===== config.mk =====
export PLATFORM = sky130hd
export DESIGN_NAME = scb_top
export DESIGN_NICKNAME = d
export VERILOG_FILES = /design/src/scb_pkg.sv /design/src/isa_pkg.sv /design/src/scb_top.sv /design/src/scb_wb_arbiter.sv /design/src/scb_raw_check.sv /design/src/scb_slot_table.sv /design/src/scb_dispatch.sv
export VERILOG_INCLUDE_DIRS = /design/src
export SDC_FILE = /design/constraint.sdc
export NUM_CORES = 1
export LEC_CHECK = 0
export BUFFER_PORTS_ARGS = -buffer_cell sky130_fd_sc_hd__buf_2
export CAP_MARGIN = 20
export CORE_ASPECT_RATIO = 1.25
export CORE_MARGIN = 3
export CORE_UTILIZATION = 45
export CTS_BUF_LIST = sky130_fd_sc_hd__clkbuf_2
export DETAILED_ROUTE_END_ITERATION = 8
export GPL_ROUTABILITY_DRIVEN = 0
export PLACE_DENSITY = 0.67
export RECOVER_POWER = 100
export SYNTH_ARGS = -nofsm -noshare
export SYNTH_HDL_FRONTEND = slang
export SYNTH_SLANG_ARGS = --single-unit

===== constraint.sdc =====
create_clock -name clk -period 4.75 [get_ports clk]
set_clock_uncertainty 0.05 [all_clocks]
set_input_delay 0.2375 -clock clk [delete_from_list [all_inputs] [get_ports clk]]
set_output_delay 0.2375 -clock clk [all_outputs]
set_load 0.05 [all_outputs]

===== src/scb_config.svh =====
`ifndef SCB_CONFIG_SVH
`define SCB_CONFIG_SVH

// sid index plus one wrap bit
`define SCB_SID_WIDTH       4
`define SCB_REG_IDX_WIDTH   5
`define SCB_EXE_UNIT_WIDTH  6

// bit positions in the decoder unit-class mask
`define SCB_UNIT_ALU        0
`define SCB_UNIT_BEU        1
`define SCB_UNIT_LSU        2

// alu0, alu1, beu, lsu
`define SCB_NUM_SLOTS       4

`endif

===== src/scb_pkg.sv =====
`include "scb_config.svh"

package scb_pkg;

    typedef logic [`SCB_SID_WIDTH-1:0] sid_t;

    // bit order of every per-slot vector
    typedef enum logic [1:0] {
        SLOT_ALU0 = 2'd0,
        SLOT_ALU1 = 2'd1,
        SLOT_BEU  = 2'd2,
        SLOT_LSU  = 2'd3
    } slot_e;

    // true when a is younger than b with the msb as wrap bit
    function automatic logic sid_younger(input sid_t a, input sid_t b);
        if (a[`SCB_SID_WIDTH-1] == b[`SCB_SID_WIDTH-1])
            return a[`SCB_SID_WIDTH-2:0] > b[`SCB_SID_WIDTH-2:0];
        return a[`SCB_SID_WIDTH-2:0] < b[`SCB_SID_WIDTH-2:0];
    endfunction

    function automatic logic sid_flushed(input logic redirect, input sid_t redirect_sid,
                                         input sid_t sid);
        return redirect && sid_younger(sid, redirect_sid);
    endfunction

endpackage


===== src/isa_pkg.sv =====
`include "scb_config.svh"

package isa_pkg;

    typedef logic [`SCB_REG_IDX_WIDTH-1:0] reg_idx_t;

    // values are bit positions in the decoder unit mask
    typedef enum int {
        EXE_ALU = `SCB_UNIT_ALU,
        EXE_BEU = `SCB_UNIT_BEU,
        EXE_LSU = `SCB_UNIT_LSU
    } exe_unit_e;

endpackage


===== src/scb_top.sv =====
`timescale 1ns/1ps
`include "scb_config.svh"

module scb_top (
    input  logic                           clk,
    input  logic                           rst_n,
    input  logic                           decoder_inst0_vld_i,
    input  logic [`SCB_EXE_UNIT_WIDTH-1:0] decoder_inst0_exe_unit_i,
    input  isa_pkg::reg_idx_t              decoder_inst0_rd_i,
    input  isa_pkg::reg_idx_t              decoder_inst0_rs1_i,
    input  isa_pkg::reg_idx_t              decoder_inst0_rs2_i,
    input  logic                           decoder_inst1_vld_i,
    input  logic [`SCB_EXE_UNIT_WIDTH-1:0] decoder_inst1_exe_unit_i,
    input  isa_pkg::reg_idx_t              decoder_inst1_rd_i,
    input  isa_pkg::reg_idx_t              decoder_inst1_rs1_i,
    input  isa_pkg::reg_idx_t              decoder_inst1_rs2_i,
    output logic                           stall_decoder_inst0_o,
    output logic                           stall_decoder_inst1_o,
    output logic                           flush_decoder_inst0_o,
    output logic                           flush_decoder_inst1_o,
    output scb_pkg::sid_t                  decoder_inst0_sid_o,
    output scb_pkg::sid_t                  decoder_inst1_sid_o,
    output logic [`SCB_NUM_SLOTS-1:0]      decoder_inst0_h_exe_unit_o,
    output logic [`SCB_NUM_SLOTS-1:0]      decoder_inst1_h_exe_unit_o,
    input  logic                           op_inst0_vld_i,
    input  scb_pkg::sid_t                  op_inst0_sid_i,
    input  isa_pkg::reg_idx_t              op_inst0_rd_i,
    input  isa_pkg::reg_idx_t              op_inst0_rs1_i,
    input  isa_pkg::reg_idx_t              op_inst0_rs2_i,
    input  logic                           op_inst1_vld_i,
    input  scb_pkg::sid_t                  op_inst1_sid_i,
    input  isa_pkg::reg_idx_t              op_inst1_rd_i,
    input  isa_pkg::reg_idx_t              op_inst1_rs1_i,
    input  isa_pkg::reg_idx_t              op_inst1_rs2_i,
    output logic                           op_stall_inst0_o,
    output logic                           op_stall_inst1_o,
    output logic                           op_flush_inst0_o,
    output logic                           op_flush_inst1_o,
    input  logic                           wb_inst0_vld_i,
    input  scb_pkg::sid_t                  wb_inst0_sid_i,
    input  isa_pkg::reg_idx_t              wb_inst0_rd_i,
    input  logic                           wb_inst1_vld_i,
    input  scb_pkg::sid_t                  wb_inst1_sid_i,
    input  isa_pkg::reg_idx_t              wb_inst1_rd_i,
    input  logic                           wb_redirect_i,
    input  scb_pkg::sid_t                  wb_redirect_sid_i,
    output logic                           wb_stall_inst0_o,
    output logic                           wb_stall_inst1_o,
    output logic                           wb_flush_inst0_o,
    output logic                           wb_flush_inst1_o
);

    logic [`SCB_NUM_SLOTS-1:0]              slot_busy;
    logic [`SCB_NUM_SLOTS-1:0]              slot_wr_inst0;
    logic [`SCB_NUM_SLOTS-1:0]              slot_wr_inst1;
    logic [`SCB_NUM_SLOTS-1:0]              slot_release;
    isa_pkg::reg_idx_t [`SCB_NUM_SLOTS-1:0] slot_rd;
    scb_pkg::sid_t [`SCB_NUM_SLOTS-1:0]     slot_sid;

    scb_dispatch u_dispatch (
        .op_stall_inst0_i (op_stall_inst0_o),
        .op_stall_inst1_i (op_stall_inst1_o),
        .slot_busy_i      (slot_busy),
        .slot_rd_i        (slot_rd),
        .slot_wr_inst0_o  (slot_wr_inst0),
        .slot_wr_inst1_o  (slot_wr_inst1),
        .*
    );

    // source operands are kept per slot but no stage reads them back yet
    scb_slot_table u_slot_table (
        .slot_wr_inst0_i (slot_wr_inst0),
        .slot_wr_inst1_i (slot_wr_inst1),
        .inst0_sid_i     (decoder_inst0_sid_o),
        .inst1_sid_i     (decoder_inst1_sid_o),
        .slot_release_i  (slot_release),
        .slot_busy_o     (slot_busy),
        .slot_rd_o       (slot_rd),
        .slot_rs1_o      (),
        .slot_rs2_o      (),
        .slot_sid_o      (slot_sid),
        .*
    );

    scb_raw_check u_raw_check (
        .slot_busy_i (slot_busy),
        .slot_rd_i   (slot_rd),
        .slot_sid_i  (slot_sid),
        .*
    );

    scb_wb_arbiter u_wb_arbiter (
        .slot_busy_i    (slot_busy),
        .slot_sid_i     (slot_sid),
        .slot_release_o (slot_release),
        .*
    );

endmodule


===== src/scb_wb_arbiter.sv =====
`timescale 1ns/1ps
`include "scb_config.svh"

module scb_wb_arbiter (
    input  logic                               clk,
    input  logic                               rst_n,
    input  logic                               wb_inst0_vld_i,
    input  scb_pkg::sid_t                      wb_inst0_sid_i,
    input  isa_pkg::reg_idx_t                  wb_inst0_rd_i,
    input  logic                               wb_inst1_vld_i,
    input  scb_pkg::sid_t                      wb_inst1_sid_i,
    input  isa_pkg::reg_idx_t                  wb_inst1_rd_i,
    input  logic [`SCB_NUM_SLOTS-1:0]          slot_busy_i,
    input  scb_pkg::sid_t [`SCB_NUM_SLOTS-1:0] slot_sid_i,
    input  logic                               wb_redirect_i,
    input  scb_pkg::sid_t                      wb_redirect_sid_i,
    output logic                               wb_stall_inst0_o,
    output logic                               wb_stall_inst1_o,
    output logic                               wb_flush_inst0_o,
    output logic                               wb_flush_inst1_o,
    output logic [`SCB_NUM_SLOTS-1:0]          slot_release_o
);

    logic same_rd;
    logic inst0_go;
    logic inst1_go;

    assign same_rd = wb_inst0_vld_i && wb_inst1_vld_i && wb_inst0_rd_i == wb_inst1_rd_i;

    // younger writer waits a cycle
    assign wb_stall_inst0_o = same_rd && scb_pkg::sid_younger(wb_inst0_sid_i, wb_inst1_sid_i);
    assign wb_stall_inst1_o = same_rd && scb_pkg::sid_younger(wb_inst1_sid_i, wb_inst0_sid_i);

    assign inst0_go = wb_inst0_vld_i && !wb_stall_inst0_o;
    assign inst1_go = wb_inst1_vld_i && !wb_stall_inst1_o;

    always_comb begin
        for (int s = 0; s < `SCB_NUM_SLOTS; s++)
            slot_release_o[s] = slot_busy_i[s] &&
                                ((inst0_go && wb_inst0_sid_i == slot_sid_i[s]) ||
                                 (inst1_go && wb_inst1_sid_i == slot_sid_i[s]));
    end

    assign wb_flush_inst0_o = scb_pkg::sid_flushed(wb_redirect_i, wb_redirect_sid_i,
                                                   wb_inst0_sid_i);
    assign wb_flush_inst1_o = scb_pkg::sid_flushed(wb_redirect_i, wb_redirect_sid_i,
                                                   wb_inst1_sid_i);

    a_one_wb_stall: assert property (@(posedge clk) disable iff (!rst_n)
        !(wb_stall_inst0_o && wb_stall_inst1_o));

endmodule


===== src/scb_raw_check.sv =====
`timescale 1ns/1ps
`include "scb_config.svh"

module scb_raw_check (
    input  logic                                   op_inst0_vld_i,
    input  scb_pkg::sid_t                          op_inst0_sid_i,
    input  isa_pkg::reg_idx_t                      op_inst0_rd_i,
    input  isa_pkg::reg_idx_t                      op_inst0_rs1_i,
    input  isa_pkg::reg_idx_t                      op_inst0_rs2_i,
    input  logic                                   op_inst1_vld_i,
    input  scb_pkg::sid_t                          op_inst1_sid_i,
    input  isa_pkg::reg_idx_t                      op_inst1_rd_i,
    input  isa_pkg::reg_idx_t                      op_inst1_rs1_i,
    input  isa_pkg::reg_idx_t                      op_inst1_rs2_i,
    input  logic [`SCB_NUM_SLOTS-1:0]              slot_busy_i,
    input  isa_pkg::reg_idx_t [`SCB_NUM_SLOTS-1:0] slot_rd_i,
    input  scb_pkg::sid_t [`SCB_NUM_SLOTS-1:0]     slot_sid_i,
    input  logic                                   wb_redirect_i,
    input  scb_pkg::sid_t                          wb_redirect_sid_i,
    output logic                                   op_stall_inst0_o,
    output logic                                   op_stall_inst1_o,
    output logic                                   op_flush_inst0_o,
    output logic                                   op_flush_inst1_o
);

    // lane 0 and lane 1 side by side
    logic [1:0]                  vld;
    scb_pkg::sid_t [1:0]         sid;
    isa_pkg::reg_idx_t [1:0]     rd;
    isa_pkg::reg_idx_t [1:0]     rs1;
    isa_pkg::reg_idx_t [1:0]     rs2;
    logic [1:0]                  raw;

    assign vld = {op_inst1_vld_i, op_inst0_vld_i};
    assign sid = {op_inst1_sid_i, op_inst0_sid_i};
    assign rd  = {op_inst1_rd_i, op_inst0_rd_i};
    assign rs1 = {op_inst1_rs1_i, op_inst0_rs1_i};
    assign rs2 = {op_inst1_rs2_i, op_inst0_rs2_i};

    always_comb begin
        raw = '0;
        for (int l = 0; l < 2; l++) begin
            // older producer still in flight
            for (int s = 0; s < `SCB_NUM_SLOTS; s++) begin
                if (slot_busy_i[s] && scb_pkg::sid_younger(sid[l], slot_sid_i[s]) &&
                    (slot_rd_i[s] == rs1[l] || slot_rd_i[s] == rs2[l]))
                    raw[l] = 1'b1;
            end
            // older partner in the operand stage
            if (vld[1-l] && scb_pkg::sid_younger(sid[l], sid[1-l]) &&
                (rd[1-l] == rs1[l] || rd[1-l] == rs2[l]))
                raw[l] = 1'b1;
        end
    end

    assign op_stall_inst0_o = vld[0] && raw[0];
    assign op_stall_inst1_o = vld[1] && raw[1];

    assign op_flush_inst0_o = scb_pkg::sid_flushed(wb_redirect_i, wb_redirect_sid_i, sid[0]);
    assign op_flush_inst1_o = scb_pkg::sid_flushed(wb_redirect_i, wb_redirect_sid_i, sid[1]);

endmodule


===== src/scb_slot_table.sv =====
`timescale 1ns/1ps
`include "scb_config.svh"

module scb_slot_table (
    input  logic                                   clk,
    input  logic                                   rst_n,
    input  isa_pkg::reg_idx_t                      decoder_inst0_rd_i,
    input  isa_pkg::reg_idx_t                      decoder_inst0_rs1_i,
    input  isa_pkg::reg_idx_t                      decoder_inst0_rs2_i,
    input  isa_pkg::reg_idx_t                      decoder_inst1_rd_i,
    input  isa_pkg::reg_idx_t                      decoder_inst1_rs1_i,
    input  isa_pkg::reg_idx_t                      decoder_inst1_rs2_i,
    input  logic [`SCB_NUM_SLOTS-1:0]              slot_wr_inst0_i,
    input  logic [`SCB_NUM_SLOTS-1:0]              slot_wr_inst1_i,
    input  scb_pkg::sid_t                          inst0_sid_i,
    input  scb_pkg::sid_t                          inst1_sid_i,
    input  logic [`SCB_NUM_SLOTS-1:0]              slot_release_i,
    input  logic                                   wb_redirect_i,
    input  scb_pkg::sid_t                          wb_redirect_sid_i,
    output logic [`SCB_NUM_SLOTS-1:0]              slot_busy_o,
    output isa_pkg::reg_idx_t [`SCB_NUM_SLOTS-1:0] slot_rd_o,
    output isa_pkg::reg_idx_t [`SCB_NUM_SLOTS-1:0] slot_rs1_o,
    output isa_pkg::reg_idx_t [`SCB_NUM_SLOTS-1:0] slot_rs2_o,
    output scb_pkg::sid_t [`SCB_NUM_SLOTS-1:0]     slot_sid_o
);

    logic [`SCB_NUM_SLOTS-1:0] flush;

    // only occupied slots can be flushed
    always_comb begin
        for (int s = 0; s < `SCB_NUM_SLOTS; s++)
            flush[s] = slot_busy_o[s] &&
                       scb_pkg::sid_flushed(wb_redirect_i, wb_redirect_sid_i, slot_sid_o[s]);
    end

    always_ff @(posedge clk or negedge rst_n) begin
        if (!rst_n) begin
            slot_busy_o <= '0;
        end else begin
            for (int s = 0; s < `SCB_NUM_SLOTS; s++) begin
                if (flush[s])
                    slot_busy_o[s] <= 1'b0;
                else if (slot_wr_inst0_i[s] || slot_wr_inst1_i[s])
                    slot_busy_o[s] <= 1'b1;
                else if (slot_release_i[s])
                    slot_busy_o[s] <= 1'b0;
            end
        end
    end

    always_ff @(posedge clk) begin
        for (int s = 0; s < `SCB_NUM_SLOTS; s++) begin
            if (slot_wr_inst0_i[s]) begin
                slot_rd_o[s]  <= decoder_inst0_rd_i;
                slot_rs1_o[s] <= decoder_inst0_rs1_i;
                slot_rs2_o[s] <= decoder_inst0_rs2_i;
                slot_sid_o[s] <= inst0_sid_i;
            end else if (slot_wr_inst1_i[s]) begin
                slot_rd_o[s]  <= decoder_inst1_rd_i;
                slot_rs1_o[s] <= decoder_inst1_rs1_i;
                slot_rs2_o[s] <= decoder_inst1_rs2_i;
                slot_sid_o[s] <= inst1_sid_i;
            end
        end
    end

    a_wr_free_slot: assert property (@(posedge clk) disable iff (!rst_n)
        ((slot_wr_inst0_i | slot_wr_inst1_i) & slot_busy_o) == '0);

endmodule


===== src/scb_dispatch.sv =====
`timescale 1ns/1ps
`include "scb_config.svh"

module scb_dispatch (
    input  logic                                   clk,
    input  logic                                   rst_n,
    input  logic                                   decoder_inst0_vld_i,
    input  logic [`SCB_EXE_UNIT_WIDTH-1:0]         decoder_inst0_exe_unit_i,
    input  isa_pkg::reg_idx_t                      decoder_inst0_rd_i,
    input  logic                                   decoder_inst1_vld_i,
    input  logic [`SCB_EXE_UNIT_WIDTH-1:0]         decoder_inst1_exe_unit_i,
    input  isa_pkg::reg_idx_t                      decoder_inst1_rd_i,
    input  logic                                   op_stall_inst0_i,
    input  logic                                   op_stall_inst1_i,
    input  logic [`SCB_NUM_SLOTS-1:0]              slot_busy_i,
    input  isa_pkg::reg_idx_t [`SCB_NUM_SLOTS-1:0] slot_rd_i,
    input  logic                                   wb_redirect_i,
    input  scb_pkg::sid_t                          wb_redirect_sid_i,
    output logic                                   stall_decoder_inst0_o,
    output logic                                   stall_decoder_inst1_o,
    output logic                                   flush_decoder_inst0_o,
    output logic                                   flush_decoder_inst1_o,
    output scb_pkg::sid_t                          decoder_inst0_sid_o,
    output scb_pkg::sid_t                          decoder_inst1_sid_o,
    output logic [`SCB_NUM_SLOTS-1:0]              decoder_inst0_h_exe_unit_o,
    output logic [`SCB_NUM_SLOTS-1:0]              decoder_inst1_h_exe_unit_o,
    output logic [`SCB_NUM_SLOTS-1:0]              slot_wr_inst0_o,
    output logic [`SCB_NUM_SLOTS-1:0]              slot_wr_inst1_o
);

    scb_pkg::sid_t             cur_sid_r;
    logic [`SCB_NUM_SLOTS-1:0] inst0_pick;
    logic [`SCB_NUM_SLOTS-1:0] inst1_pick;
    logic                      inst0_waw;
    logic                      inst1_waw;
    logic                      pair_waw;
    logic                      inst0_acc;
    logic                      inst1_acc;

    // alu0 first, then alu1; beu and lsu have one slot each
    function automatic logic [`SCB_NUM_SLOTS-1:0] pick_slot(
        input logic                           vld,
        input logic [`SCB_EXE_UNIT_WIDTH-1:0] unit,
        input logic [`SCB_NUM_SLOTS-1:0]      free
    );
        logic [`SCB_NUM_SLOTS-1:0] pick;
        pick = '0;
        if (vld && unit[isa_pkg::EXE_ALU]) begin
            if (free[scb_pkg::SLOT_ALU0])
                pick[scb_pkg::SLOT_ALU0] = 1'b1;
            else if (free[scb_pkg::SLOT_ALU1])
                pick[scb_pkg::SLOT_ALU1] = 1'b1;
        end else if (vld && unit[isa_pkg::EXE_BEU]) begin
            pick[scb_pkg::SLOT_BEU] = free[scb_pkg::SLOT_BEU];
        end else if (vld && unit[isa_pkg::EXE_LSU]) begin
            pick[scb_pkg::SLOT_LSU] = free[scb_pkg::SLOT_LSU];
        end
        return pick;
    endfunction

    assign inst0_pick = pick_slot(decoder_inst0_vld_i, decoder_inst0_exe_unit_i, ~slot_busy_i);
    // inst1 skips whatever inst0 takes this cycle
    assign inst1_pick = pick_slot(decoder_inst1_vld_i, decoder_inst1_exe_unit_i,
                                  ~slot_busy_i & ~inst0_pick);

    always_comb begin
        inst0_waw = 1'b0;
        inst1_waw = 1'b0;
        for (int s = 0; s < `SCB_NUM_SLOTS; s++) begin
            if (slot_busy_i[s] && slot_rd_i[s] == decoder_inst0_rd_i)
                inst0_waw = 1'b1;
            if (slot_busy_i[s] && slot_rd_i[s] == decoder_inst1_rd_i)
                inst1_waw = 1'b1;
        end
    end

    assign pair_waw = decoder_inst0_vld_i && decoder_inst0_rd_i == decoder_inst1_rd_i;

    assign stall_decoder_inst0_o = decoder_inst0_vld_i &&
                                   (!(|inst0_pick) || inst0_waw || op_stall_inst0_i);
    assign stall_decoder_inst1_o = decoder_inst1_vld_i &&
                                   (!(|inst1_pick) || inst1_waw || op_stall_inst1_i ||
                                    pair_waw || stall_decoder_inst0_o);

    assign inst0_acc = decoder_inst0_vld_i && !stall_decoder_inst0_o;
    assign inst1_acc = decoder_inst1_vld_i && !stall_decoder_inst1_o;

    assign slot_wr_inst0_o = inst0_pick & {`SCB_NUM_SLOTS{inst0_acc}};
    assign slot_wr_inst1_o = inst1_pick & {`SCB_NUM_SLOTS{inst1_acc}};
    assign decoder_inst0_h_exe_unit_o = slot_wr_inst0_o;
    assign decoder_inst1_h_exe_unit_o = slot_wr_inst1_o;

    assign decoder_inst0_sid_o = cur_sid_r;
    assign decoder_inst1_sid_o = cur_sid_r + 1'b1;

    assign flush_decoder_inst0_o = scb_pkg::sid_flushed(wb_redirect_i, wb_redirect_sid_i,
                                                        decoder_inst0_sid_o);
    assign flush_decoder_inst1_o = scb_pkg::sid_flushed(wb_redirect_i, wb_redirect_sid_i,
                                                        decoder_inst1_sid_o);

    always_ff @(posedge clk or negedge rst_n) begin
        if (!rst_n)
            cur_sid_r <= '0;
        else
            cur_sid_r <= cur_sid_r + scb_pkg::sid_t'(inst0_acc) + scb_pkg::sid_t'(inst1_acc);
    end

    a_no_double_place: assert property (@(posedge clk) disable iff (!rst_n)
        (slot_wr_inst0_o & slot_wr_inst1_o) == '0);

endmodule


**After elaboration in Yosys (flattened, before gate mapping)**

Index checks and enable logic that the tools add are counted.

- Add/subtract/negate cells: 3
- Order comparisons: 44
- Equal/unequal tests: 60
- Mux-type cells: 128
- Bitwise logic cells: 5
- Reductions and logical operators: 113

Operators with widths:

| cell | count |
|---|---|
| == test 5 bit | 30 |
| two-way mux 1 bit | 108 |
| logical AND 1 bit | 73 |
| greater-than comparator 3 bit | 22 |
| less-than comparator 3 bit | 22 |
| two-way mux 5 bit | 8 |
| == test 4 bit | 8 |
| two-way mux 4 bit | 8 |
| logical OR 1 bit | 24 |
| == test 1 bit | 22 |
| bitwise AND 4 bit | 3 |
| nonzero test 3 bit | 4 |
| adder 4 x 1 -> 4 bit | 2 |
| two-way mux 2 bit | 4 |
| inverter 4 bit | 2 |
| nonzero test 2 bit | 4 |
| OR reduction 4 bit | 2 |
| logical NOT 1 bit | 6 |
| adder 4 x 1 -> 4 bit, second input constant | 1 |

- Register bits after elaboration: 44
- Input port bits: 111
- Output and inout bits: 28
- Logic and storage cells: 366

**Logic depth before layout (Yosys ltp)**

Gate-level depths: netlist (run 1).

- Depth after elaboration: 22
- Gate-level depth with buffers: 13
- Depth with buffers taken out: 12

**Hierarchy**

A second synthesis (run 1) with hierarchy kept.

- Cells, all modules: 818
- Area, all modules: 8320.5 um^2

By module, submodules not included:

| module | instances | cells an instance | area an instance (um^2) | seq. area each (um^2) |
|---|---|---|---|---|
| scb_slot_table | 1 | 226 | 3761.1 | 2382.3 |
| scb_raw_check | 1 | 322 | 2364.8 | 0.0 |
| scb_dispatch | 1 | 159 | 1338.8 | 100.1 |
| scb_wb_arbiter | 1 | 111 | 855.8 | 0.0 |

**Worst setup path after synthesis (run 1)**

OpenSTA, ideal clock, no wires.

- Path type: flip-flop to flip-flop
- From: reg u_slot_table.slot_sid_o[2] in the netlist's numbering
- To: reg u_slot_table.slot_rd_o[15] in the netlist's numbering (enable)
- Library setup time: 0.387 ns
- Arrival time: 3.002 ns
- Data required time: 4.313 ns
- Path slack: 1.311 ns
- Stages on the path, launching flop included: 11
- Period minus slack after synthesis: 3.439 ns
- Cells stage by stage: edfxtp_1 -> inv_1 -> ha_1 -> nand2_1 -> o21ai_0 -> mux2_2 -> a32o_2 -> nor4_1 -> o211ai_1 -> buf_2 -> o21ai_0

- Word-level cells in the longest chain between the ends: 19

Ends and longest elaborated chain:

| item | RTL line | text |
|---|---|---|
| start, declared | scb_slot_table.sv:24 | `` output scb_pkg::sid_t [`SCB_NUM_SLOTS-1:0] slot_sid_o `` |
| start signal, assigned by index | scb_slot_table.sv:57 | `slot_sid_o[s] <= inst0_sid_i;` |
| start signal, assigned by index | scb_slot_table.sv:62 | `slot_sid_o[s] <= inst1_sid_i;` |
| greater-than comparator 3 bit | scb_pkg.sv:18 | `` return a[`SCB_SID_WIDTH-2:0] > b[`SCB_SID_WIDTH-2:0]; `` |
| two-way mux 1 bit | scb_pkg.sv:17 | `` if (a[`SCB_SID_WIDTH-1] == b[`SCB_SID_WIDTH-1]) `` |
| two-way mux 1 bit | scb_pkg.sv:19 | `` return a[`SCB_SID_WIDTH-2:0] < b[`SCB_SID_WIDTH-2:0]; `` |
| logical AND 1 bit (2 in series) | scb_raw_check.sv:45 | `if (slot_busy_i[s] && scb_pkg::sid_younger(sid[l], slot_sid_i[s]) &&` |
| two-way mux 1 bit (4 in series) | scb_raw_check.sv:45 |  |
| two-way mux 1 bit | scb_raw_check.sv:50 | `if (vld[1-l] && scb_pkg::sid_younger(sid[l], sid[1-l]) &&` |
| logical AND 1 bit (on tied branches) | scb_raw_check.sv:57, scb_raw_check.sv:56 |  |
| logical OR 1 bit (on tied branches) | scb_dispatch.sv:82, scb_dispatch.sv:80 |  |
| logical OR 1 bit or logical AND 1 bit (tied branches) | scb_dispatch.sv:82, scb_dispatch.sv:79 |  |
| logical OR 1 bit | scb_dispatch.sv:83 | `pair_waw \|\| stall_decoder_inst0_o);` |
| logical AND 1 bit | scb_dispatch.sv:81 | `assign stall_decoder_inst1_o = decoder_inst1_vld_i &&` |
| logical NOT 1 bit | scb_dispatch.sv:86 | `assign inst1_acc = decoder_inst1_vld_i && !stall_decoder_inst1_o;` |
| logical AND 1 bit | scb_dispatch.sv:86 |  |
| bitwise AND 4 bit | scb_dispatch.sv:89 | `` assign slot_wr_inst1_o = inst1_pick & {`SCB_NUM_SLOTS{inst1_acc}}; `` |
| nonzero test 2 bit (no source line) * | n/a |  |
| end signal, assigned by index | scb_slot_table.sv:54 | `slot_rd_o[s] <= decoder_inst0_rd_i;` |
| end signal, assigned by index | scb_slot_table.sv:59 | `slot_rd_o[s] <= decoder_inst1_rd_i;` |
| end, declared | scb_slot_table.sv:21 | `` output isa_pkg::reg_idx_t [`SCB_NUM_SLOTS-1:0] slot_rd_o, `` |

Mark *: on every way between the ends. The rest lies on a longest branch, timed or not. The select of a mux whose other input is x is not followed.
A chain may end at the register's enable or synchronous reset.

**Worst setup path in the final report (run 1)**

- From: reg u_slot_table.slot_sid_o[2] in the netlist's numbering
- To: out decoder_inst1_h_exe_unit_o[1]

- Word-level cells in the longest chain between the ends: 18

Ends and longest elaborated chain:

| item | RTL line | text |
|---|---|---|
| greater-than comparator 3 bit | scb_pkg.sv:18 |  |
| two-way mux 1 bit | scb_pkg.sv:17 |  |
| two-way mux 1 bit | scb_pkg.sv:19 |  |
| logical AND 1 bit (2 in series) | scb_raw_check.sv:45 |  |
| two-way mux 1 bit (4 in series) | scb_raw_check.sv:45 |  |
| two-way mux 1 bit | scb_raw_check.sv:50 |  |
| logical AND 1 bit (on tied branches) | scb_raw_check.sv:57, scb_raw_check.sv:56 |  |
| logical OR 1 bit (on tied branches) | scb_dispatch.sv:82, scb_dispatch.sv:80 |  |
| logical OR 1 bit or logical AND 1 bit (tied branches) | scb_dispatch.sv:82, scb_dispatch.sv:79 |  |
| logical OR 1 bit * | scb_dispatch.sv:83 |  |
| logical AND 1 bit * | scb_dispatch.sv:81 |  |
| logical NOT 1 bit * | scb_dispatch.sv:86 |  |
| logical AND 1 bit * | scb_dispatch.sv:86 |  |
| bitwise AND 4 bit * | scb_dispatch.sv:89 |  |
| end, declared | scb_top.sv:24 | `` output logic [`SCB_NUM_SLOTS-1:0] decoder_inst1_h_exe_unit_o, `` |

Marks and branches as above.

==> results of run 1 <==
[timing repair]
action                                 in CTS  in global routing
hold buffers                                1                  0
endpoints found under the hold margin       8                  0
gates resized for setup                     0                  0
[through the flow]
step | area [sq um] | hold slack (ps)
final | 6930 | 185
after detailed placement | 6970 | 46.8
after global placement | 6970 | 47.2
after CTS | 7030 | 93.6
after floorplan | 6570 | -108
after global routing | 6930 | 179
[tightest hold or removal path: stages]
cell and delay (ps):
buf_2 110, nand4_1 160, o211ai_1 120
[registers in the layout, indices dropped and copies added, names as in the netlist]
| name | flops |
|---|---|
| u_slot_table.slot_busy_o | 4 |
| u_slot_table.slot_sid_o | 16 |
| u_slot_table.slot_rd_o | 20 |
| u_dispatch.decoder_inst0_sid_o | 4 |
[worst min path at each step]
| stage | to | cells past startpoint | start |
|---|---|---|---|
| detailed placement | u_dispatch.decoder_inst0_sid_o[1]$_DFF_PN0_ | 1 | rst_n |
| global placement | u_dispatch.decoder_inst0_sid_o[3]$_DFF_PN0_ | 1 | rst_n |
| finish | u_slot_table.slot_busy_o[3]$_DFFE_PN0P_ | 3 | decoder_inst1_exe_unit_i[2] |
| global route | u_slot_table.slot_busy_o[3]$_DFFE_PN0P_ | 3 | decoder_inst1_exe_unit_i[2] |
| floorplan | u_dispatch.decoder_inst0_sid_o[0]$_DFF_PN0_ | 0 | rst_n |
| CTS | u_dispatch.decoder_inst0_sid_o[1]$_DFF_PN0_ | 2 | rst_n |
[power by group]
group / total [W] / internal, W / leakage (nW) / switching, W
clock: 0.000160 / 0.0000367 / 0.0266 / 0.000123
sequential: 0.000690 / 0.000520 / 0.424 / 0.000170
combinational: 0.00124 / 0.000477 / 2.57 / 0.000759
[cell families (layout without fill, tap and decap cells)]
family                   after synthesis  count (layout)  synth area share
XOR/XNOR                             218             218             0.290
adder cells (fa/ha/maj)               63              63             0.121
flip-flops                            44              44             0.195
multiplexers                          38              38            0.0657
AND/OR/NAND/NOR                      151             151             0.128
AO/OA/AOI/OAI                        101             101             0.106
buffers and inverters                120             176            0.0942
[cell type report]
class | count | area (sq um) | share of cell area
clock buffer | 6 | 30.0 | 0.00433
clock inverter | 2 | 11.3 | 0.00162
inverter | 46 | 173 | 0.0249
multi-input combinational | 571 | 4640 | 0.670
sequential | 44 | 1280 | 0.185
tap | 175 | 219 | 0.0316
timing repair buffer | 122 | 574 | 0.0829
[metal layers]
layer,GRT usage,vias up
met5,0,-
met4,0.0482,0
met2,0.398,171
li1,-,2635
met3,0.0262,30
met1,0.273,2537
[placed cells by master (no fill, tap or decap), types with 6 or more instances in the layout]
cell | netlist | layout
a21o_1 | 10 | 10
a21oi_1 | 16 | 16
a31oi_1 | 22 | 22
and2_1 | 9 | 7
and3_1 | 8 | 8
buf_2 | 45 | 88
clkbuf_1 | 14 | 33
clkbuf_2 | 0 | 6
dfrtp_1 | 8 | 8
edfxtp_1 | 36 | 36
ha_1 | 62 | 62
inv_1 | 45 | 45
mux2_2 | 33 | 32
nand2_1 | 19 | 19
nand3_1 | 37 | 40
nor2_1 | 15 | 15
nor2b_1 | 8 | 8
nor3_1 | 15 | 15
nor4_1 | 18 | 18
o211ai_1 | 7 | 7
o21ai_0 | 14 | 14
xnor2_1 | 88 | 88
xor2_1 | 130 | 130
==> out/results.tsv, run 1 <==
stage	metric	value	unit
setup_path	critical-path cell list	inv_1, ha_1, a21oi_1, o21ai_0, mux2_1, a32o_1, nor4_1, o211ai_1, clkbuf_1, nor2_1, clkbuf_1	
cells_and_area	Final Util	0.493	
cts	Clk pin slew, worst setup/hold paths	210	ps
global_routing	gr usage total	0.218	
cts	H-tree levels	2	
cells_and_area	layout cell share with drive strength beyond 1	0.168	
placement	Place WS	927	ps
pwr	Pwr Total	0.00209	W
setup_path	CP startpoint kind	flop	
cells_and_area	nets	964	
synthesis	Synth async-reset ratio	0.182	
routing	drt wl/cell	18.2	microns
status	status	completed	
setup_path	Worst Path Class, Setup	reg -> out	
cts	clk sink count	44	
setup_path	Arrival @ worst endpoint	3960	ps
setup_path	Crit path depth	11	
floorplan	starting density of the core	0.468	
placement	DP HPWL	13900	microns
cts	setup bufs post-CTS	0	
setup_path	r2r setup slk	630	ps
floorplan	Die Wd	114	microns
routing	top sig layer	met4	
routing	Met1 Wirelength	7400	microns
pwr	Pwr Density	301	nW/um^2
cts	CTS tree	built	
sta	max_slew headroom	0.458	
cts	later-pin clock latency in the skew report	430	ps
routing	ANT nets after route	0	
routing	Routed WL	17500	microns
cells_and_area	diodes inserted	0	
routing	Initial DRT Pass Iterations	5	
global_routing	total gr overflow	0	
routing	Detailed Route Iter0 Violations	231	
synthesis	register area share after synthesis	0.195	
sta	Tmin final	4250	ps
synthesis	Syn Inst Count	735	
synthesis	main flop type after synthesis	edfxtp_1	
synthesis	Post-synth top cells	xor2_1 (130), xnor2_1 (88), ha_1 (62), buf_2 (45), inv_1 (45)	
setup_path	worst r2r src	u_slot_table.slot_sid_o[2]$_DFFE_PP_	
synthesis	post-synth top area share	0.173	
cts	Root Buffer	clkbuf_2	
sta	fmax	235	MHz
setup_path	Top delay family on crit path	buffers and inverters	
global_routing	wire length of the first global-routing pass	28100	microns
routing	vias	5373	
setup_path	Setup crit end kind	output pin	
synthesis	Yosys reg bits	44	
cts	Longest Clk Path Bufs	2	
global_routing	initial antenna violation count	0	
floorplan	die footprint	16100	sq um
synthesis	Synth Cell Area	6570	sq um
pwr	Max VDD drop	0.371	mV
global_routing	number of global-route vias before repair	5326	
routing	drc violations	0	
global_routing	pin count of the biggest net entering global routing	15	
setup_path	Buf+Inv Stages, Crit Path	3	
sta	final worst slack	500	ps
synthesis	syn avg cell area	8.94	sq um
routing	metal2 WL	8720	microns
setup_path	Critical Path Fanout Max	14	
sta	Final period util	0.895	
cells_and_area	Filler cells	1460	
sta	Hold Vio Cnt, Final	0	
setup_path	Crit-path slowest cell	edfxtp_1	
synthesis	most common cell in the netlist	xor2_1	
floorplan	row count	48	
routing	DR vias/cell	5.56	
setup_path	critical path's most frequent cell	clkbuf_1	
setup_path	end of the worst register-to-register path	u_slot_table.slot_rd_o[7]$_DFFE_PP_	
cts	number of CTS-inserted buffers	5	
floorplan	Ports	139	
setup_path	R2R depth	11	
synthesis	Net Count, Synth	909	
setup_path	Worst Setup SP	u_slot_table.slot_sid_o[2]$_DFFE_PP_	
synthesis	synth unique cells	58	
sta	setup_tns	0	ps
sta	unrepaired setup endpoints after global routing	no	
setup_path	crit path capture	decoder_inst1_h_exe_unit_o[1]	
setup_path	CP required	4460	ps
cells_and_area	Area growth, synth to finish	5.42	%
synthesis	Ys Warns	0	
synthesis	EDFF count, synth	36	
placement	port bufs	112	
job	Max Cap Viol	0	
sta	pin slew with the least headroom to its limit	804	ps
pwr	Leak	3.02	nW
setup_path	slowest stage delay, CP	530	ps
synthesis	top cells by area, synth	xor2_1 (17%), edfxtp_1 (16%), ha_1 (12%), xnor2_1 (12%), mux2_2 (5.7%)	
synthesis	Yosys top cell by area	xor2_1	
sta	Final Slew Violations	0	
cells_and_area	fin cells	966	
sta	final setup fails	0	
routing	routed wl met3	996	microns
floorplan	Core Region	14100	sq um
floorplan	Die Y	141	microns
placement	placed insts	957	
hold_path	Tightest Hold Check Type	in -> reg	
Note: power is estimated with default switching activity, not from simulation.
==> run 2: changes to the inputs <==
--- a/config.mk
+++ b/config.mk
@@ -7,7 +7,6 @@
 export NUM_CORES = 1
 export LEC_CHECK = 0
 export BUFFER_PORTS_ARGS = -buffer_cell sky130_fd_sc_hd__buf_2
-export CAP_MARGIN = 20
 export CORE_ASPECT_RATIO = 1.25
 export CORE_MARGIN = 3
 export CORE_UTILIZATION = 45
==> constraint.sdc (replaced) <==
create_clock -name clk -period 4.38 [get_ports clk]
set_clock_uncertainty 0.05 [all_clocks]
set_input_delay 0.219 -clock clk [delete_from_list [all_inputs] [get_ports clk]]
set_output_delay 0.219 -clock clk [all_outputs]
set_load 0.05 [all_outputs]
==> out/results.tsv, run 2 (synthesized netlist as in run 1, its figures left out) <==
stage	metric	value	unit	change
status	status	completed		
global_routing	wire length of the first global-routing pass	28400	microns	+1.2%
cells_and_area	Area growth, synth to finish	6.26	%	
floorplan	Die Y	141	microns	unchanged
routing	ANT nets after route	0		unchanged
setup_path	end of the worst register-to-register path	u_slot_table.slot_rd_o[1]$_DFFE_PP_		
setup_path	critical-path cell list	inv_1, ha_1, nand2_1, o21ai_0, mux2_1, a32o_1, o31ai_4, nand3_4, inv_1, clkbuf_1		
setup_path	r2r setup slk	480	ps	-150 ps
pwr	Pwr Density	335	nW/um^2	+11%
placement	dpl cell area	6980	sq um	+0.11%
floorplan	row count	48		unchanged
hold_path	Tightest Hold Check Type	in -> reg		
sta	fmax	246	MHz	
cts	H-tree levels	2		unchanged
setup_path	Crit path depth	10		-1
floorplan	Core Region	14100	sq um	unchanged
floorplan	die footprint	16100	sq um	unchanged
hold_path	Worst Hold Path EP	u_slot_table.slot_busy_o[3]$_DFFE_PN0P_		
setup_path	Worst Path Class, Setup	reg -> out		
sta	worst hold slack	170	ps	-15.1 ps
hold_path	Hold Path Cell Cnt	3		unchanged
sta	pin slew with the least headroom to its limit	778	ps	-26.3 ps
cells_and_area	Biggest register	u_slot_table.slot_rd_o		
setup_path	Critical Path Fanout Max	13		-1
routing	drc violations	0		unchanged
cells_and_area	layout cell share with drive strength beyond 1	0.178		+0.00989
global_routing	pin count of the biggest net entering global routing	14		-1
routing	DR vias/cell	5.62		+1.0%
setup_path	Buf+Inv Stages, Crit Path	3		unchanged
routing	vias	5435		+1.2%
pwr	Max VDD drop	0.363	mV	-2.1%
floorplan	Ports	139		unchanged
setup_path	Arrival @ worst endpoint	3800	ps	-160 ps
cts	Root Buffer	clkbuf_2		
cts	Clk pin slew, worst setup/hold paths	210	ps	about the same
cells_and_area	most frequent cells in the layout	xor2_1 (130), xnor2_1 (88), buf_2 (84), ha_1 (62), inv_1 (45)		
sta	Final period util	0.930		
setup_path	critical path's most frequent cell	inv_1		
cells_and_area	diodes inserted	0		unchanged
routing	Initial DRT Pass Iterations	4		-1
cts	number of CTS-inserted buffers	5		unchanged
floorplan	Die Wd	114	microns	unchanged
pwr	Leak	3.05	nW	+1.0%
sta	Final Slew Violations	0		unchanged
sta	final setup fails	0		unchanged
cells_and_area	Final Instance Area	6990	sq um	+0.79%
placement	port bufs	112		unchanged
routing	Routed WL	17600	microns	+0.58%
setup_path	worst r2r src	u_slot_table.slot_sid_o[13]$_DFFE_PP_		
setup_path	CP required	4110	ps	-350 ps
cts	Longest Clk Path Bufs	2		unchanged
setup_path	Top delay family on crit path	compound AO/OA/AOI/OAI gates		
global_routing	initial antenna violation count	0		unchanged
job	Max Cap Viol	0		unchanged
placement	DP HPWL	14000	microns	+0.85%
routing	Detailed Route Iter0 Violations	248		+7.4%
cells_and_area	commonest non-fill, non-tap cell in the layout	xor2_1		
cells_and_area	top flop regs	u_slot_table.slot_rd_o x20, u_slot_table.slot_sid_o x16		
sta	Hold Vio Cnt, Final	0		unchanged
global_routing	gr usage total	0.220		+0.00206
setup_path	CP startpoint kind	flop		
global_routing	total gr overflow	0		unchanged
sta	Tmin final	4070	ps	
cts	CTS tree	built		
cells_and_area	flip-flop count of the largest register after layout	20		unchanged
hold_path	hold_sp	decoder_inst1_exe_unit_i[2]		
cells_and_area	nets	965		+0.10%
cts	clk sink count	44		unchanged
routing	drt wl/cell	18.2	microns	+0.47%
setup_path	Setup crit end kind	output pin		
setup_path	slowest stage delay, CP	630	ps	+100 ps
sta	max_slew headroom	0.476		+0.0177
floorplan	starting density of the core	0.468		unchanged
sta	unrepaired setup endpoints after global routing	no		
setup_path	R2R depth	10		-1
cts	later-pin clock latency in the skew report	410	ps	-20 ps
sta	setup_tns	0	ps	unchanged
setup_path	Crit-path slowest cell	o31ai_4		
global_routing	number of global-route vias before repair	5401		+1.4%
run 2: cell types whose count changed in the layout (fill, tap and decap cells not counted), sizes merged:
cell / change
buf: -4
bufinv: +1
clkbuf: +5
clkinvlp: -1
run 2: worst register-to-register path, stage by stage (launching register included):
cell and delay, ps:
edfxtp_1 520, inv_1 140, ha_1 240, nor2b_1 130
o21ai_0 210, a21oi_1 110, o221a_2 290, o41ai_1 580
o211ai_1 300, o21ai_0 690, clkbuf_1 360
run 2: what timing repair did:
item | in CTS | in global routing
hold buffers | 1 | 0
setup endpoints to repair | 0 | 0
resized for setup | 0 | 0
hold endpoints to repair | 8 | 0
setup buffers | 0 | 0
run 2: worst max path at each step:
stage,start,to,slack [ps]
detailed placement,u_slot_table.slot_sid_o[13]$_DFFE_PP_,u_slot_table.slot_rd_o[0]$_DFFE_PP_,610
floorplan,u_slot_table.slot_sid_o[2]$_DFFE_PP_,u_slot_table.slot_rd_o[15]$_DFFE_PP_,940
CTS,u_slot_table.slot_sid_o[13]$_DFFE_PP_,decoder_inst1_h_exe_unit_o[0],400
global placement,u_slot_table.slot_sid_o[13]$_DFFE_PP_,u_slot_table.slot_rd_o[0]$_DFFE_PP_,720
finish,u_slot_table.slot_sid_o[1]$_DFFE_PP_,decoder_inst0_h_exe_unit_o[3],310
global route,u_slot_table.slot_sid_o[13]$_DFFE_PP_,decoder_inst1_h_exe_unit_o[2],90
run 2: per-stage QoR:
stage                     worst slack, ps   util  cells  total power, W
after floorplan                       941      -    735         0.00181
after global placement                719  0.497    958         0.00211
after detailed placement              612  0.497    958         0.00215
after CTS                             400  0.502    967         0.00238
after global routing                 85.2  0.497    967         0.00252
final                                 308  0.497    967         0.00234
run 2: final cells by class:
cell class | count | area [sq um]
clock buffer | 6 | 30.0
clock inverter | 2 | 35.0
fill | 1430 | 7070
inverter | 46 | 173
multi-input combinational | 571 | 4660
sequential | 44 | 1280
tap | 175 | 219
timing repair buffer | 123 | 583
run 2: layer usage:
metal,vias to the layer above,routed length [microns],GRT usage
li1,2646,-,-
met1,2556,7330,0.279
met2,193,8670,0.385
met3,40,1090,0.0258
met4,0,544,0.0744
met5,-,0,0
run 2: power by group:
group / internal (W) / switching (W)
clock network: 0.0000981 / 0.000133
registers: 0.000564 / 0.000189
logic: 0.000520 / 0.000836
==> run 3: changes to the inputs <==
--- a/config.mk
+++ b/config.mk
@@ -7,7 +7,7 @@
 export NUM_CORES = 1
 export LEC_CHECK = 0
 export BUFFER_PORTS_ARGS = -buffer_cell sky130_fd_sc_hd__buf_2
-export CORE_ASPECT_RATIO = 1.25
+export CORE_ASPECT_RATIO = 1.1
 export CORE_MARGIN = 3
 export CORE_UTILIZATION = 45
 export CTS_BUF_LIST = sky130_fd_sc_hd__clkbuf_2
==> out/results.tsv, run 3 (synthesized netlist as in run 1, its figures left out) <==
stage	metric	value	unit	change
status	status	completed		
global_routing	initial antenna violation count	1		+1
setup_path	slowest stage delay, CP	630	ps	about the same
setup_path	Top delay family on crit path	compound AO/OA/AOI/OAI gates		
pwr	Max VDD drop	0.653	mV	+80%
placement	placed insts	965		+0.73%
global_routing	wire length of the first global-routing pass	27000	microns	-5.2%
routing	drt wl/cell	17.2	microns	-5.9%
global_routing	pin count of the biggest net entering global routing	15		+1
setup_path	Setup crit end kind	output pin		
sta	final worst slack	262	ps	-46.4 ps
routing	vias	5267		-3.1%
routing	Routed WL	16800	microns	-4.8%
sta	fmax	243	MHz	-1.1%
setup_path	Critical Path Fanout Max	13		unchanged
global_routing	gr usage total	0.207		-0.0127
cts	number of CTS-inserted buffers	5		unchanged
cells_and_area	flip-flop count of the largest register after layout	20		unchanged
routing	drc violations	0		unchanged
floorplan	Ports	139		unchanged
floorplan	row count	45		-6.3%
cells_and_area	nets	962		-0.31%
cells_and_area	top flop regs	u_slot_table.slot_rd_o x20, u_slot_table.slot_sid_o x16		
cells_and_area	Biggest register	u_slot_table.slot_rd_o		
sta	max_slew headroom	0.543		+0.0667
sta	Final period util	0.940		+0.0106
routing	DR vias/cell	5.39		-4.2%
sta	unrepaired setup endpoints after global routing	no		
sta	setup_tns	0	ps	unchanged
setup_path	Worst Path Class, Setup	reg -> out		
cells_and_area	layout cell share with drive strength beyond 1	0.183		+0.00448
setup_path	critical-path cell list	inv_1, ha_1, nand2_1, o21ai_0, mux2_2, a32o_2, o31ai_4, nand4_2, inv_1, buf_2		
floorplan	die footprint	16100	sq um	about the same
placement	port bufs	112		unchanged
sta	pin slew with the least headroom to its limit	686	ps	-91.9 ps
placement	DP HPWL	13200	microns	-5.6%
setup_path	CP required	4110	ps	about the same
global_routing	total gr overflow	0		unchanged
routing	Detailed Route Iter0 Violations	235		-5.2%
job	Max Cap Viol	0		unchanged
cts	Clk pin slew, worst setup/hold paths	210	ps	about the same
floorplan	Core Region	14100	sq um	+0.16%
placement	Place WS	534	ps	-77.7 ps
setup_path	critical path's most frequent cell	inv_1		
floorplan	starting density of the core	0.467		-0.000748
cells_and_area	commonest non-fill, non-tap cell in the layout	xor2_1		
floorplan	Die Y	133	microns	-5.9%
hold_path	Tightest Hold Check Type	in -> reg		
global_routing	number of global-route vias before repair	5096		-5.6%
cells_and_area	most frequent cells in the layout	xor2_1 (130), xnor2_1 (88), buf_2 (85), ha_1 (62), inv_1 (45)		
floorplan	Die Wd	121	microns	+6.3%
cts	Root Buffer	clkbuf_2		
cts	post-cts resize count	0		unchanged
setup_path	Buf+Inv Stages, Crit Path	3		unchanged
setup_path	CP startpoint kind	flop		
sta	Final Slew Violations	0		unchanged
cts	clk sink count	44		unchanged
sta	Tmin final	4120	ps	+46.5 ps
cts	later-pin clock latency in the skew report	410	ps	about the same
pwr	Leak	3.06	nW	+0.25%
setup_path	Arrival @ worst endpoint	3850	ps	+50 ps
sta	final setup fails	0		unchanged
sta	Hold Vio Cnt, Final	0		unchanged
cts	CTS tree	built		
cells_and_area	Area growth, synth to finish	6.51	%	
routing	Initial DRT Pass Iterations	5		+1
cts	H-tree levels	2		unchanged
pwr	Pwr Density	333	nW/um^2	-0.64%
routing	ANT nets after route	0		unchanged
cells_and_area	fin cells	978		+1.1%
cts	Longest Clk Path Bufs	2		unchanged
setup_path	Crit-path slowest cell	o31ai_4		
run 3: final timing paths:
path,startpoint,to,slack [ps],cells after the start
worst max-delay path,u_slot_table.slot_sid_o[1]$_DFFE_PP_,decoder_inst0_h_exe_unit_o[1],260,10
worst min register to register,u_dispatch.decoder_inst0_sid_o[3]$_DFF_PN0_,u_dispatch.decoder_inst0_sid_o[3]$_DFF_PN0_,690,1
worst max register to register,u_slot_table.slot_sid_o[1]$_DFFE_PP_,u_slot_table.slot_rd_o[5]$_DFFE_PP_,380,10
max in group asynchronous,rst_n,u_slot_table.slot_busy_o[1]$_DFFE_PN0P_,3830,2
worst min-delay path,decoder_inst1_exe_unit_i[2],u_slot_table.slot_busy_o[3]$_DFFE_PN0P_,120,3
min in group asynchronous,rst_n,u_dispatch.decoder_inst0_sid_o[3]$_DFF_PN0_,160,2
run 3: cell type report:
class                   count  area [sq um]
fillers                  1424          7070
multi-input cells         571          4670
flip-flops and latches     44          1280
repair buffers            120           577
well taps                 188           235
inverters                  46           173
clock inverters             3          42.5
clock buffers               5          25.0
diodes                      1          2.50
run 3: worst min-delay path: stages:
cell      delay [ps]
buf_2            100
nand4_1          130
o211ai_1         110
run 3: through the flow:
step | hold slack [ps] | instance area [sq um] | utilization | total power (W)
2_1_floorplan | -127 | 6570 | - | 0.00181
3_3_place_gp | 16.3 | 6950 | 0.494 | 0.00211
3_5_place_dp | 15.7 | 6950 | 0.494 | 0.00213
4_1_cts | 69.9 | 7030 | 0.499 | 0.00235
5_1_grt | 90.2 | 7000 | 0.497 | 0.00251
6_report | 115 | 7000 | 0.497 | 0.00233
run 3: metal layers:
layer,global-route usage,share of wire
met4,0.0411,0.011
met3,0.0180,0.041
met2,0.339,0.47
met5,0,0
met1,0.300,0.48
run 3: timing repair:
action | CTS | global route
hold buffers | 1 | 0
hold endpoints to repair | 8 | 0
setup endpoints to repair | 0 | 1
setup buffers | 0 | 3
run 3: power by group:
group	leakage, nW	switching (W)	internal, W
Clock	0.0406	0.000128	0.0000958
Sequential	0.424	0.000195	0.000564
Combinational	2.59	0.000826	0.000522
